File: src/hw/alu_ops_pkg.sv
`default_nettype none

package alu_ops_pkg;

    // --------------------
    // Packet field widths
    // --------------------
    localparam int DATA_W   = 32;
    localparam int SEQ_W    = 8;
    localparam int DEST_W   = 4;
    localparam int COUNT_W  = 16;

    // Stored packet is {a, b, seq, last}
    localparam int PKT_W    = 2 * DATA_W + SEQ_W + 1;

    // --------------------
    // Operation codes
    // --------------------
    localparam int ALU_OP_W = 3;

    localparam logic [ALU_OP_W-1:0] ALU_NOP = 3'd0;
    localparam logic [ALU_OP_W-1:0] ALU_ADD = 3'd1;
    localparam logic [ALU_OP_W-1:0] ALU_SUB = 3'd2;
    localparam logic [ALU_OP_W-1:0] ALU_MUL = 3'd3;
    localparam logic [ALU_OP_W-1:0] ALU_MAX = 3'd4;
    localparam logic [ALU_OP_W-1:0] ALU_ACC = 3'd5;

    // Default buffering and downstream credits
    localparam int DEFAULT_IN_DEPTH    = 8;
    localparam int DEFAULT_OUT_DEPTH   = 8;
    localparam int DEFAULT_OUT_CREDITS = 4;

endpackage : alu_ops_pkg

`default_nettype wire

File: src/hw/alu_ops_fifo.sv
`timescale 1ns/10ps
`default_nettype none

module alu_ops_fifo #(
    parameter int DEPTH = 8,
    parameter int WIDTH = 8
) (
    input  logic                         ap_clk,
    input  logic                         areset_generator,
    input  logic                         push,
    input  logic [WIDTH-1:0]             din,
    input  logic                         pop,
    output logic [WIDTH-1:0]             dout,
    output logic                         empty,
    output logic [$clog2(DEPTH+1)-1:0]   count
);

    localparam int AW = (DEPTH > 1) ? $clog2(DEPTH) : 1;

    logic [WIDTH-1:0] mem [DEPTH];
    logic [AW-1:0]    wr_ptr;
    logic [AW-1:0]    rd_ptr;

    assign empty = (count == '0);

    // Pointers wrap at DEPTH, so any depth works
    always_ff @(posedge ap_clk) begin
        if (areset_generator) begin
            wr_ptr <= '0;
            rd_ptr <= '0;
            count  <= '0;
        end else begin
            if (push) begin
                wr_ptr <= (wr_ptr == AW'(DEPTH - 1)) ? '0 : wr_ptr + 1'b1;
            end
            if (pop) begin
                rd_ptr <= (rd_ptr == AW'(DEPTH - 1)) ? '0 : rd_ptr + 1'b1;
            end
            case ({push, pop})
                2'b10:   count <= count + 1'b1;
                2'b01:   count <= count - 1'b1;
                default: count <= count;
            endcase
        end
    end

    // Storage and registered read port
    always_ff @(posedge ap_clk) begin
        if (push) begin
            mem[wr_ptr] <= din;
        end
        if (pop) begin
            dout <= mem[rd_ptr];
        end
    end

endmodule : alu_ops_fifo

`default_nettype wire

File: src/hw/alu_ops_control.sv
`timescale 1ns/10ps
`default_nettype none

module alu_ops_control #(
    parameter int OUT_DEPTH = 8
) (
    input  logic                                ap_clk,
    input  logic                                areset_generator,
    input  logic                                start,
    input  logic [alu_ops_pkg::ALU_OP_W-1:0]    cfg_op,
    input  logic [alu_ops_pkg::DEST_W-1:0]      cfg_dest,
    input  logic [alu_ops_pkg::COUNT_W-1:0]     cfg_count,
    input  logic                                in_empty,
    input  logic [$clog2(OUT_DEPTH+1)-1:0]      out_count,
    input  logic [1:0]                          kernel_inflight,
    input  logic                                egress_idle,
    output logic                                in_pop,
    output logic                                data_valid,
    output logic [alu_ops_pkg::ALU_OP_W-1:0]    op,
    output logic [alu_ops_pkg::DEST_W-1:0]      dest,
    output logic                                acc_clear,
    output logic                                busy,
    output logic                                done
);

    import alu_ops_pkg::*;

    localparam int OCW = $clog2(OUT_DEPTH + 1);

    localparam logic [1:0] ST_IDLE  = 2'd0;
    localparam logic [1:0] ST_RUN   = 2'd1;
    localparam logic [1:0] ST_DRAIN = 2'd2;
    localparam logic [1:0] ST_DONE  = 2'd3;

    logic [1:0]         state;
    logic [COUNT_W-1:0] remaining;
    logic [OCW+1:0]     occupancy;
    logic               pipe_empty;

    // --------------------
    // Admission control
    // --------------------
    // Output slots already claimed: queued results, kernel stages and
    // the packet being read out of the input FIFO this cycle
    assign occupancy = out_count + kernel_inflight + data_valid;

    assign in_pop = (state == ST_RUN) && !in_empty && (remaining != '0)
                    && (occupancy < OUT_DEPTH);

    assign pipe_empty = !data_valid && (kernel_inflight == 2'd0)
                        && (out_count == '0) && egress_idle;

    assign busy = (state != ST_IDLE);
    assign done = (state == ST_DONE);

    // --------------------
    // Job state machine
    // --------------------
    always_ff @(posedge ap_clk) begin
        if (areset_generator) begin
            state      <= ST_IDLE;
            remaining  <= '0;
            data_valid <= 1'b0;
            acc_clear  <= 1'b0;
        end else begin
            // FIFO read data shows up one cycle after the pop
            data_valid <= in_pop;
            acc_clear  <= 1'b0;
            case (state)
                ST_IDLE: begin
                    if (start) begin
                        state     <= ST_RUN;
                        remaining <= cfg_count;
                        acc_clear <= 1'b1;
                    end
                end
                ST_RUN: begin
                    if (in_pop) begin
                        remaining <= remaining - 1'b1;
                    end
                    if ((remaining == '0) || (in_pop && remaining == COUNT_W'(1))) begin
                        state <= ST_DRAIN;
                    end
                end
                ST_DRAIN: begin
                    if (pipe_empty) begin
                        state <= ST_DONE;
                    end
                end
                default: begin
                    state <= ST_IDLE;
                end
            endcase
        end
    end

    // Job configuration, held for the whole job
    always_ff @(posedge ap_clk) begin
        if (state == ST_IDLE && start) begin
            op   <= cfg_op;
            dest <= cfg_dest;
        end
    end

endmodule : alu_ops_control

`default_nettype wire

File: src/hw/alu_ops_kernel.sv
`timescale 1ns/10ps
`default_nettype none

module alu_ops_kernel (
    input  logic                                ap_clk,
    input  logic                                areset_generator,
    input  logic                                data_valid,
    input  logic [alu_ops_pkg::DATA_W-1:0]      in_a,
    input  logic [alu_ops_pkg::DATA_W-1:0]      in_b,
    input  logic [alu_ops_pkg::SEQ_W-1:0]       in_seq,
    input  logic                                in_last,
    input  logic [alu_ops_pkg::ALU_OP_W-1:0]    op,
    input  logic                                acc_clear,
    output logic                                result_valid,
    output logic [alu_ops_pkg::DATA_W-1:0]      res_a,
    output logic [alu_ops_pkg::DATA_W-1:0]      res_b,
    output logic [alu_ops_pkg::SEQ_W-1:0]       res_seq,
    output logic                                res_last,
    output logic [1:0]                          inflight
);

    import alu_ops_pkg::*;

    logic              s1_valid;
    logic [DATA_W-1:0] s1_a;
    logic [DATA_W-1:0] s1_b;
    logic [SEQ_W-1:0]  s1_seq;
    logic              s1_last;

    logic [DATA_W-1:0] acc;
    logic [DATA_W-1:0] acc_sum;
    logic [DATA_W-1:0] alu_out;
    logic              is_acc;

    assign is_acc   = (op == ALU_ACC);
    assign acc_sum  = acc + s1_a;
    assign inflight = {1'b0, s1_valid} + {1'b0, result_valid};

    // --------------------
    // Stage 2 datapath
    // --------------------
    always_comb begin
        case (op)
            ALU_NOP: alu_out = s1_a;
            ALU_ADD: alu_out = s1_a + s1_b;
            ALU_SUB: alu_out = s1_a - s1_b;
            // Only the low DATA_W bits of the product are kept
            ALU_MUL: alu_out = s1_a * s1_b;
            ALU_MAX: alu_out = (s1_a > s1_b) ? s1_a : s1_b;
            ALU_ACC: alu_out = acc_sum;
            default: alu_out = s1_a;
        endcase
    end

    // Valid pipe and accumulator
    always_ff @(posedge ap_clk) begin
        if (areset_generator) begin
            s1_valid     <= 1'b0;
            result_valid <= 1'b0;
            acc          <= '0;
        end else begin
            s1_valid     <= data_valid;
            // ACC emits only on the last packet of a sequence
            result_valid <= s1_valid && (!is_acc || s1_last);
            if (acc_clear) begin
                acc <= '0;
            end else if (s1_valid && is_acc) begin
                acc <= s1_last ? '0 : acc_sum;
            end
        end
    end

    // Operand and result registers
    always_ff @(posedge ap_clk) begin
        if (data_valid) begin
            s1_a    <= in_a;
            s1_b    <= in_b;
            s1_seq  <= in_seq;
            s1_last <= in_last;
        end
        if (s1_valid) begin
            res_a    <= alu_out;
            res_b    <= is_acc ? '0 : s1_b;
            res_seq  <= s1_seq;
            res_last <= s1_last;
        end
    end

endmodule : alu_ops_kernel

`default_nettype wire

File: src/hw/alu_ops_egress.sv
`timescale 1ns/10ps
`default_nettype none

module alu_ops_egress #(
    parameter int OUT_CREDITS = 4
) (
    input  logic                            ap_clk,
    input  logic                            areset_generator,
    input  logic                            out_empty,
    input  logic [alu_ops_pkg::PKT_W-1:0]   fifo_dout,
    input  logic [alu_ops_pkg::DEST_W-1:0]  dest,
    input  logic                            out_credit,
    output logic                            out_pop,
    output logic                            out_valid,
    output logic [alu_ops_pkg::DATA_W-1:0]  out_a,
    output logic [alu_ops_pkg::DATA_W-1:0]  out_b,
    output logic [alu_ops_pkg::SEQ_W-1:0]   out_seq,
    output logic [alu_ops_pkg::DEST_W-1:0]  out_dest,
    output logic                            idle
);

    import alu_ops_pkg::*;

    localparam int CW = $clog2(OUT_CREDITS + 1);

    logic [CW-1:0] credits;

    assign out_pop = !out_empty && (credits != '0);
    assign idle    = !out_valid;

    // FIFO read register holds the popped packet during out_valid
    assign out_a   = fifo_dout[PKT_W-1 -: DATA_W];
    assign out_b   = fifo_dout[PKT_W-1-DATA_W -: DATA_W];
    assign out_seq = fifo_dout[SEQ_W:1];

    // Spend on pop, refill on returned credit
    always_ff @(posedge ap_clk) begin
        if (areset_generator) begin
            credits   <= CW'(OUT_CREDITS);
            out_valid <= 1'b0;
        end else begin
            out_valid <= out_pop;
            if (out_pop && !out_credit) begin
                credits <= credits - 1'b1;
            end else if (!out_pop && out_credit) begin
                credits <= credits + 1'b1;
            end
        end
    end

    always_ff @(posedge ap_clk) begin
        if (out_pop) begin
            out_dest <= dest;
        end
    end

endmodule : alu_ops_egress

`default_nettype wire

File: src/hw/alu_ops_top.sv
`timescale 1ns/10ps
`default_nettype none

module alu_ops_top #(
    parameter int IN_DEPTH    = alu_ops_pkg::DEFAULT_IN_DEPTH,
    parameter int OUT_DEPTH   = alu_ops_pkg::DEFAULT_OUT_DEPTH,
    parameter int OUT_CREDITS = alu_ops_pkg::DEFAULT_OUT_CREDITS
) (
    input  logic                                ap_clk,
    input  logic                                areset_generator,
    input  logic                                start,
    input  logic [alu_ops_pkg::ALU_OP_W-1:0]    cfg_op,
    input  logic [alu_ops_pkg::DEST_W-1:0]      cfg_dest,
    input  logic [alu_ops_pkg::COUNT_W-1:0]     cfg_count,
    input  logic                                in_valid,
    input  logic [alu_ops_pkg::DATA_W-1:0]      in_a,
    input  logic [alu_ops_pkg::DATA_W-1:0]      in_b,
    input  logic [alu_ops_pkg::SEQ_W-1:0]       in_seq,
    input  logic                                in_last,
    input  logic                                out_credit,
    output logic                                in_credit,
    output logic                                out_valid,
    output logic [alu_ops_pkg::DATA_W-1:0]      out_a,
    output logic [alu_ops_pkg::DATA_W-1:0]      out_b,
    output logic [alu_ops_pkg::SEQ_W-1:0]       out_seq,
    output logic [alu_ops_pkg::DEST_W-1:0]      out_dest,
    output logic                                busy,
    output logic                                done
);

    import alu_ops_pkg::*;

    logic [PKT_W-1:0]                 in_dout;
    logic                             in_empty;
    logic                             data_valid;
    logic [ALU_OP_W-1:0]              op;
    logic [DEST_W-1:0]                dest;
    logic                             acc_clear;
    logic                             result_valid;
    logic [DATA_W-1:0]                res_a;
    logic [DATA_W-1:0]                res_b;
    logic [SEQ_W-1:0]                 res_seq;
    logic                             res_last;
    logic [1:0]                       kernel_inflight;
    logic [PKT_W-1:0]                 out_dout;
    logic                             out_empty;
    logic [$clog2(OUT_DEPTH+1)-1:0]   out_count;
    logic                             out_pop;
    logic                             egress_idle;

    // --------------------
    // Input side
    // --------------------
    // Each pop hands one credit back upstream
    alu_ops_fifo #(.DEPTH(IN_DEPTH), .WIDTH(PKT_W)) u_in_fifo (
        .ap_clk           (ap_clk),
        .areset_generator (areset_generator),
        .push             (in_valid),
        .din              ({in_a, in_b, in_seq, in_last}),
        .pop              (in_credit),
        .dout             (in_dout),
        .empty            (in_empty),
        .count            ()
    );

    alu_ops_control #(.OUT_DEPTH(OUT_DEPTH)) u_control (
        .ap_clk           (ap_clk),
        .areset_generator (areset_generator),
        .start            (start),
        .cfg_op           (cfg_op),
        .cfg_dest         (cfg_dest),
        .cfg_count        (cfg_count),
        .in_empty         (in_empty),
        .out_count        (out_count),
        .kernel_inflight  (kernel_inflight),
        .egress_idle      (egress_idle),
        .in_pop           (in_credit),
        .data_valid       (data_valid),
        .op               (op),
        .dest             (dest),
        .acc_clear        (acc_clear),
        .busy             (busy),
        .done             (done)
    );

    alu_ops_kernel u_kernel (
        .ap_clk           (ap_clk),
        .areset_generator (areset_generator),
        .data_valid       (data_valid),
        .in_a             (in_dout[PKT_W-1 -: DATA_W]),
        .in_b             (in_dout[PKT_W-1-DATA_W -: DATA_W]),
        .in_seq           (in_dout[SEQ_W:1]),
        .in_last          (in_dout[0]),
        .op               (op),
        .acc_clear        (acc_clear),
        .result_valid     (result_valid),
        .res_a            (res_a),
        .res_b            (res_b),
        .res_seq          (res_seq),
        .res_last         (res_last),
        .inflight         (kernel_inflight)
    );

    // --------------------
    // Output side
    // --------------------
    alu_ops_fifo #(.DEPTH(OUT_DEPTH), .WIDTH(PKT_W)) u_out_fifo (
        .ap_clk           (ap_clk),
        .areset_generator (areset_generator),
        .push             (result_valid),
        .din              ({res_a, res_b, res_seq, res_last}),
        .pop              (out_pop),
        .dout             (out_dout),
        .empty            (out_empty),
        .count            (out_count)
    );

    alu_ops_egress #(.OUT_CREDITS(OUT_CREDITS)) u_egress (
        .ap_clk           (ap_clk),
        .areset_generator (areset_generator),
        .out_empty        (out_empty),
        .fifo_dout        (out_dout),
        .dest             (dest),
        .out_credit       (out_credit),
        .out_pop          (out_pop),
        .out_valid        (out_valid),
        .out_a            (out_a),
        .out_b            (out_b),
        .out_seq          (out_seq),
        .out_dest         (out_dest),
        .idle             (egress_idle)
    );

endmodule : alu_ops_top

`default_nettype wire

File: config.mk
export PLATFORM = sky130hd
export DESIGN_NAME = alu_ops_top
export DESIGN_NICKNAME = d
export VERILOG_FILES = /design/src/hw/alu_ops_pkg.sv /design/src/hw/alu_ops_fifo.sv /design/src/hw/alu_ops_control.sv /design/src/hw/alu_ops_kernel.sv /design/src/hw/alu_ops_egress.sv /design/src/hw/alu_ops_top.sv
export SDC_FILE = /design/constraint.sdc
export NUM_CORES = 2
export LEC_CHECK = 0
export BUFFER_PORTS_ARGS = -buffer_cell sky130_fd_sc_hd__buf_2
export CAP_MARGIN = 5
export CORE_MARGIN = 2
export CORE_UTILIZATION = 50
export DETAILED_ROUTE_END_ITERATION = 8
export PLACE_DENSITY = 0.66
export SLEW_MARGIN = 15
export SYNTH_ARGS = -nofsm -noshare
export SYNTH_HDL_FRONTEND = slang
export SYNTH_SLANG_ARGS = --single-unit
File: constraint.sdc
create_clock -name ap_clk -period 13.05 [get_ports ap_clk]
set_clock_uncertainty 0.05 [all_clocks]
set_input_delay 2.61 -clock ap_clk [delete_from_list [all_inputs] [get_ports ap_clk]]
set_output_delay 2.61 -clock ap_clk [all_outputs]
set_load 0.02 [all_outputs]
* Word-level counts from Yosys, hierarchy flattened
Memories as Yosys holds them, arrays and structs flattened. A register that Yosys moved wholly into a read port is not among the register bits.
Cells that the tools add are included.
** Operators by class
- $add $sub $neg :: 17
- Multipliers :: 1
- $lt $le $gt $ge :: 2
- Equal/unequal tests :: 21
- Multiplexer cells :: 23
- Bitwise operators :: 1
- Reductions and logical operators :: 38
** Operators by type and width (number)
- 32-bit one-hot mux with 5 select lines :: 1
- 32-bit adder :: 2
- 32-bit two-way mux :: 2
- 32-bit greater-than comparator :: 1
- 32-bit by 32-bit multiplier with 32-bit output :: 1
- 16-bit two-way mux :: 2
- 16-bit one-hot mux with 2 select lines :: 1
- 32-bit subtractor :: 1
- 3-bit == test (second input constant) :: 6
- 3-bit two-way mux :: 6
- 16-bit by 1-bit == test with 1-bit output (second input constant) :: 1
- 16-bit logical NOT :: 1
- 4-bit one-hot mux with 2 select lines :: 2
- 16-bit nonzero test :: 1
- 16-bit by 1-bit subtractor with 16-bit output (second input constant) :: 1
- 3-bit by 1-bit adder with 3-bit output (second input constant) :: 5
- 1-bit logical AND :: 13
- 2-bit nonzero test :: 5
- 4-bit by 1-bit adder with 4-bit output (second input constant) :: 2
- 2-bit == test (second input constant) :: 4
- 4-bit logical NOT :: 2
- 4-bit by 1-bit subtractor with 4-bit output (second input constant) :: 2
- 1-bit logical NOT :: 7
- 6-bit by 1-bit adder with 6-bit output :: 1
- other kinds (18) :: 33
** Word-level totals
- Bits in registers :: 235
- Memory bits (writable) :: 1168
- Word-level logic and storage cells :: 131
- Memories :: 2
** Memory list
- u_in_fifo.mem :: depth 8, bits a word 73, rd ports 1, clocked after Yosys merged registers in 1, write ports 1, line alu_ops_fifo.sv:20 : logic [WIDTH-1:0] mem [DEPTH];
- u_out_fifo.mem :: depth 8, bits a word 73, rd ports 1, clocked after Yosys merged registers in 1, write ports 1, line alu_ops_fifo.sv:20

* Logic depth before layout (Yosys ltp)
- Word-level depth :: 9
- Depth in mapped cells :: 28

* Cells and area by module
A second synthesis with hierarchy kept.
** Unflattened totals
- Cell total of the unflattened synthesis :: 5257
- Area, all modules :: 79417.4 µm²
** By module, submodules not included
- alu_ops_kernel :: instances 1, cells an instance 3003, area an instance 27518.9 µm², seq. area each 5064.9 µm²
- alu_ops_fifo (u_in_fifo) :: instances 1, cells an instance 986, area an instance 24691.2 µm², seq. area each 19929.1 µm²
- alu_ops_fifo (u_out_fifo) :: instances 1, cells an instance 985, area an instance 24686.2 µm², seq. area each 19929.1 µm²
- alu_ops_control :: instances 1, cells an instance 184, area an instance 1662.8 µm², seq. area each 610.6 µm²
- alu_ops_egress :: instances 1, cells an instance 99, area an instance 858.3 µm², seq. area each 200.2 µm²

* Worst setup path before layout
OpenSTA, ideal clock, no wires.
- Kind :: reg-to-output
- Start :: register u_kernel.s1_valid
- End :: output port in_credit
- Arrival time :: 5.873 ns
- Path slack :: 4.517 ns
- Cell stages (with the launch flop) :: 11
- Cells stage by stage :: dfxtp_1 inv_1 ha_1 ha_1 fa_1 xor2_1 nand4_1 o41ai_1 nor2_1 nand2_1 a21oi_2
** Between the ends
- Word-level cells in the longest chain between the ends :: 5
** RTL lines
- start: declaration :: line alu_ops_kernel.sv:24 : logic s1_valid;
- start signal: assignment :: line alu_ops_kernel.sv:62 : s1_valid <= data_valid;
- 1-bit by 1-bit adder with 2-bit output :: line alu_ops_kernel.sv:37 : assign inflight = {1'b0, s1_valid} + {1'b0, result_valid};
- 4-bit by 2-bit adder with 5-bit output :: line alu_ops_control.sv:45 : assign occupancy = out_count + kernel_inflight + data_valid;
- 6-bit by 1-bit adder with 6-bit output :: line alu_ops_control.sv:45
- 6-bit by 4-bit < comparator with 1-bit output :: line alu_ops_control.sv:48 : && (occupancy < OUT_DEPTH);
- 1-bit logical AND :: line alu_ops_control.sv:48
- end: declaration :: line alu_ops_top.sv:21 : output logic in_credit,
No other way between the ends.

* Final worst setup path
- Start :: register u_kernel.s1_b[10]
- End :: register u_kernel.res_a[28] (netlist name) (data pin)
** Between the ends
- Word-level cells in the longest chain between the ends :: 3
** RTL lines
- start: declaration :: line alu_ops_kernel.sv:26 : logic [DATA_W-1:0] s1_b;
- start signal: assignment :: line alu_ops_kernel.sv:77 : s1_b <= in_b;
- branches (longest 2 deep; another with 32-bit by 32-bit multiplier with 32-bit output)
- 32-bit one-hot mux with 5 select lines * :: line alu_ops_kernel.sv:43 : case (op)
- net u_kernel.alu_out[28] :: line alu_ops_kernel.sv:32 : logic [DATA_W-1:0] alu_out;
- end signal: assignment :: line alu_ops_kernel.sv:82 : res_a <= alu_out;
- end: declaration :: line alu_ops_kernel.sv:15 : output logic [alu_ops_pkg::DATA_W-1:0] res_a,
Mark *: on every way through the listed nets, which the timed path passes.
A chain may end at the register's enable or synchronous reset.

==> metrics.csv <==
stage,metric,value,unit
routing,Vias per Instance,5.88,
place,port bufs,180,
setup_path,Worst Setup SP,u_kernel.s1_b[10],
clock_tree,CTS H-tree depth,4,
clock_tree,post-cts sizing count,0,
grt,largest net degree at the start of global routing,65,
setup_path,worst r2r src,u_kernel.s1_b[10],
clock_tree,cts bufs inserted,156,
die,die height,400,um
sta,actual slew at the worst max-slew pin,1180,ps
setup_path,Arrival @ worst endpoint,8780,ps
layout,area grow syn2layout,10.8,%
logic_synthesis,warning count from the yosys run,0,
die,core area,156000,sq um
logic_synthesis,"Cell Area, Synth",78200,sq um
logic_synthesis,Netlist cell types,88,
setup_path,Worst setup EP type,flop,
setup_path,Buf/Inv on CP,4,
clock_tree,Post-CTS Hold Fix Bufs,0,
logic_synthesis,largest area contributor in the netlist,edfxtp_1,
logic_synthesis,Async SR Flop Fraction,0,%
layout,final instance area,86700,sq um
clock_tree,CTS tree,yes,
place,placed insts,7269,
layout,FILL cells,12300,
routing,Avg WL per Cell,25.9,um
logic_synthesis,Mapped Avg Cell Area,15.1,sq um
grt,GRT overflow,0,
place,area post-placement,81600,sq um
setup_path,RR Endpoint,u_kernel.res_a[28],
routing,TritonRoute pass-1 iters,6,
die,row count,145,
setup_path,"slowest stage delay, CP",1130,ps
clock_tree,clock latency on the worst-skew pair,810,ps
routing,via count,44500,
sta,Slew Limit Headroom,21.1,%
die,Top Ports,181,
layout,layout cell share with drive strength beyond 1,17.9,%
setup_path,Levels on crit path,23,
outcome,status,"finished, final reports clean",
logic_synthesis,"Top FF cell, synth",edfxtp_1,
clock_tree,Root Driver,clkbuf_16,
sta,RSZ-0062 raised after global routing,false,
die,Die Width,400,um
routing,WL met1,80.6,mm
sta,Final min period,8290,ps
setup_path,cell family with most CP delay,adder cells,
setup_path,"slowest stage cell, crit path",edfxtp_1,
routing,initial drt markers,3636,
clock_tree,Post-CTS Setup Bufs,0,
logic_synthesis,synth top area cells,"edfxtp_1 56%, fa_1 11%, mux4_2 8.4%",
logic_synthesis,synthesis-stage register bit count,1539,
logic_synthesis,sequential element share of the synthesized area,58.1,%
logic_synthesis,Synth top area share,56.1,%
setup_path,R2R depth,23,
routing,residual DRC count,0,
sta,Max Clock Freq,121,MHz
sta,final hold viol count,0,
sta,setup TNS,0,ps
sta,final slew viol count,0,
routing,met2 WL,95.7,mm
setup_path,Crit Path Class,flop to flop,
setup_path,crit-path most repeated cell,fa_1,
place,Routability Congestion,0.956,
job,max cap viols,0,
setup_path,startpoint types,flop,
routing,Routed Wire Length,196,mm
sta,fin crit share,63.6,%
logic_synthesis,Mapped Nets,5948,
layout,post-route insts no fill,7560,
routing,Top Metal Used,met5,
setup_path,CP endpoint,u_kernel.res_a[28],
setup_path,flop-to-flop setup slack,4760,ps
routing,metal3 WL,13.1,mm
setup_path,worst-path cell chain,"ha_1, inv_1, fa_1, inv_1, fa_1, fa_1, inv_1, fa_1, inv_1, fa_1, fa_1, fa_1, fa_1, ha_1, a2111oi_0, o21ai_0, a22oi_1, o21ai_1, a31oi_1, xnor2_1, a21oi_1, o211ai_1, o211a_1",
die,initial core utilization,50.2,%
layout,Total Nets Final,6127,
sta,final setup vio count,0,
clock_tree,"CTS clk-pin slew, worst paths",70,ps
setup_path,crit-path max FO,23,
setup_path,CP required,13540,ps
clock_tree,CTS max path bufs,3,
logic_synthesis,cells after synthesis,5190,
grt,first-pass GRT wire length,293,mm
worst_hold_path,Hold Crit Class,flop to flop,
clock_tree,Sink Count,1539,
logic_synthesis,number of synthesized flops with an enable pin,1461,
die,Die ar.,160000,sq um
logic_synthesis,Synth top cells by count,"1461 x edfxtp_1, 481 x inv_1, 415 x fa_1",
grt,number of global-route vias before repair,45600,
place,HPWL Detailed,126,mm
logic_synthesis,most common cell in the netlist,edfxtp_1,
grt,initial antenna violation count,24,
routing,antenna-violating nets left,0,
grt,GRT Overall Usage,25.0,%
layout by cell type, fill, tap and decap left out, types with 12 or more instances in the layout:
| cell type | Yosys | routed |
|---|---|---|
| nor3_1 | 47 | 43 |
| clkinv_2 | 0 | 20 |
| and3_1 | 13 | 13 |
| a21oi_1 | 180 | 180 |
| buf_4 | 0 | 93 |
| o21ai_0 | 107 | 107 |
| edfxtp_1 | 1461 | 1461 |
| o21bai_1 | 16 | 16 |
| xor2_1 | 43 | 43 |
| o21a_1 | 21 | 21 |
| buf_2 | 13 | 180 |
| and2_1 | 283 | 283 |
| nor2_4 | 0 | 14 |
| mux2_2 | 147 | 147 |
| mux4_2 | 290 | 290 |
| nand2_1 | 321 | 321 |
| fa_1 | 415 | 415 |
| mux2i_1 | 14 | 14 |
| or3_1 | 16 | 16 |
| dfxtp_1 | 78 | 70 |
| nand2b_1 | 33 | 33 |
| clkbuf_16 | 0 | 160 |
| clkbuf_1 | 191 | 39 |
| a211oi_1 | 31 | 31 |
| nor2_1 | 264 | 246 |
| a22oi_1 | 30 | 30 |
| a21o_1 | 40 | 40 |
| o22ai_1 | 30 | 30 |
| nand3_1 | 24 | 24 |
| nor2b_1 | 12 | 12 |
| inv_1 | 481 | 481 |
| nand4_1 | 13 | 13 |
| xnor2_1 | 90 | 90 |
| clkinv_1 | 1 | 30 |
| ha_1 | 242 | 242 |
stage by stage:
stage                     hold slack, ps  setup slack, ps  util, %
after floorplan                      350             4520        -
after global placement               350             4980     52.4
after detailed placement             355             4860     52.4
after CTS                            344             4810     55.6
after global routing                 350             4430     55.6
final                                348             4760     55.6
cell type report:
cell class | instances | area, sq um | share of cell area [%]
inverters | 482 | 1810 | 2.09
well taps | 2058 | 2570 | 2.97
flip-flops and latches | 1539 | 45500 | 52.5
repair buffers | 273 | 1600 | 1.85
multi-input cells | 2917 | 30200 | 34.8
clock buffers | 204 | 4220 | 4.87
diodes | 5 | 12.5 | 0.0144
clock inverters | 82 | 836 | 0.964
worst reg2reg max path, cell delays in order (launching register included):
cell and delay (ps):
edfxtp_1 1130, ha_1 480, inv_1 100, fa_1 370, inv_1 80, fa_1 440, fa_1 520, inv_1 60
fa_1 490, inv_1 60, fa_1 480, fa_1 560, fa_1 430, fa_1 440, ha_1 240, a2111oi_0 320
o21ai_0 150, a22oi_1 410, o21ai_1 190, a31oi_1 350, xnor2_1 110, a21oi_1 200, o211ai_1 110, o211a_1 270
worst min path at each step:
stage	startpoint	endpoint	slack, ps	cells past startpoint
after floorplan	u_control.dest[0]	u_egress.out_dest[0]	350	0
after global placement	u_control.dest[3]	u_egress.out_dest[3]	350	0
after detailed placement	u_in_fifo.dout[41]	u_kernel.s1_a[0]	350	0
after CTS	u_in_fifo.dout[7]	u_kernel.s1_seq[6]	340	0
after global routing	u_control.dest[0]	u_egress.out_dest[0]	350	0
final	u_control.dest[0]	u_egress.out_dest[0]	350	0
registers in the layout, summed over array words and instances, names as in the netlist, 2 cells and up:
signal / flops
u_out_fifo.count: 4
u_kernel.s1_b: 32
u_out_fifo.wr_ptr: 3
u_control.state: 2
u_in_fifo.dout: 73
u_kernel.s1_a: 32
u_in_fifo.mem: 584
u_control.remaining: 16
u_in_fifo.wr_ptr: 3
u_out_fifo.dout: 72
u_kernel.s1_seq: 8
u_in_fifo.rd_ptr: 3
u_kernel.res_seq: 8
u_control.op: 3
u_control.dest: 4
u_kernel.res_a: 32
u_out_fifo.rd_ptr: 3
u_egress.credits: 3
u_kernel.acc: 32
u_egress.out_dest: 4
u_out_fifo.mem: 576
u_kernel.res_b: 32
u_in_fifo.count: 4
routing by layer:
layer | vias to the layer above | global-route usage (%)
met4 | 22 | 8.38
li1 | 19300 | -
met5 | - | 0
met2 | 1628 | 41.0
met3 | 390 | 4.46
met1 | 23200 | 33.8
kinds of logic after synthesis:
kind of cell / after synthesis / share of synthesized area [%]
AOI/OAI and AO/OA: 606 / 5.09
xor gates and xnor gates: 133 / 1.49
adders and majority gates: 657 / 14.5
buffers and inverters: 734 / 3.54
DFF: 1539 / 58.1
muxes: 452 / 10.7
and+or+nand+nor: 1069 / 6.63
Power is left out: the tool's default activity adds up to more than one toggle a clock period on the data nets, which glitch-free logic cannot reach.
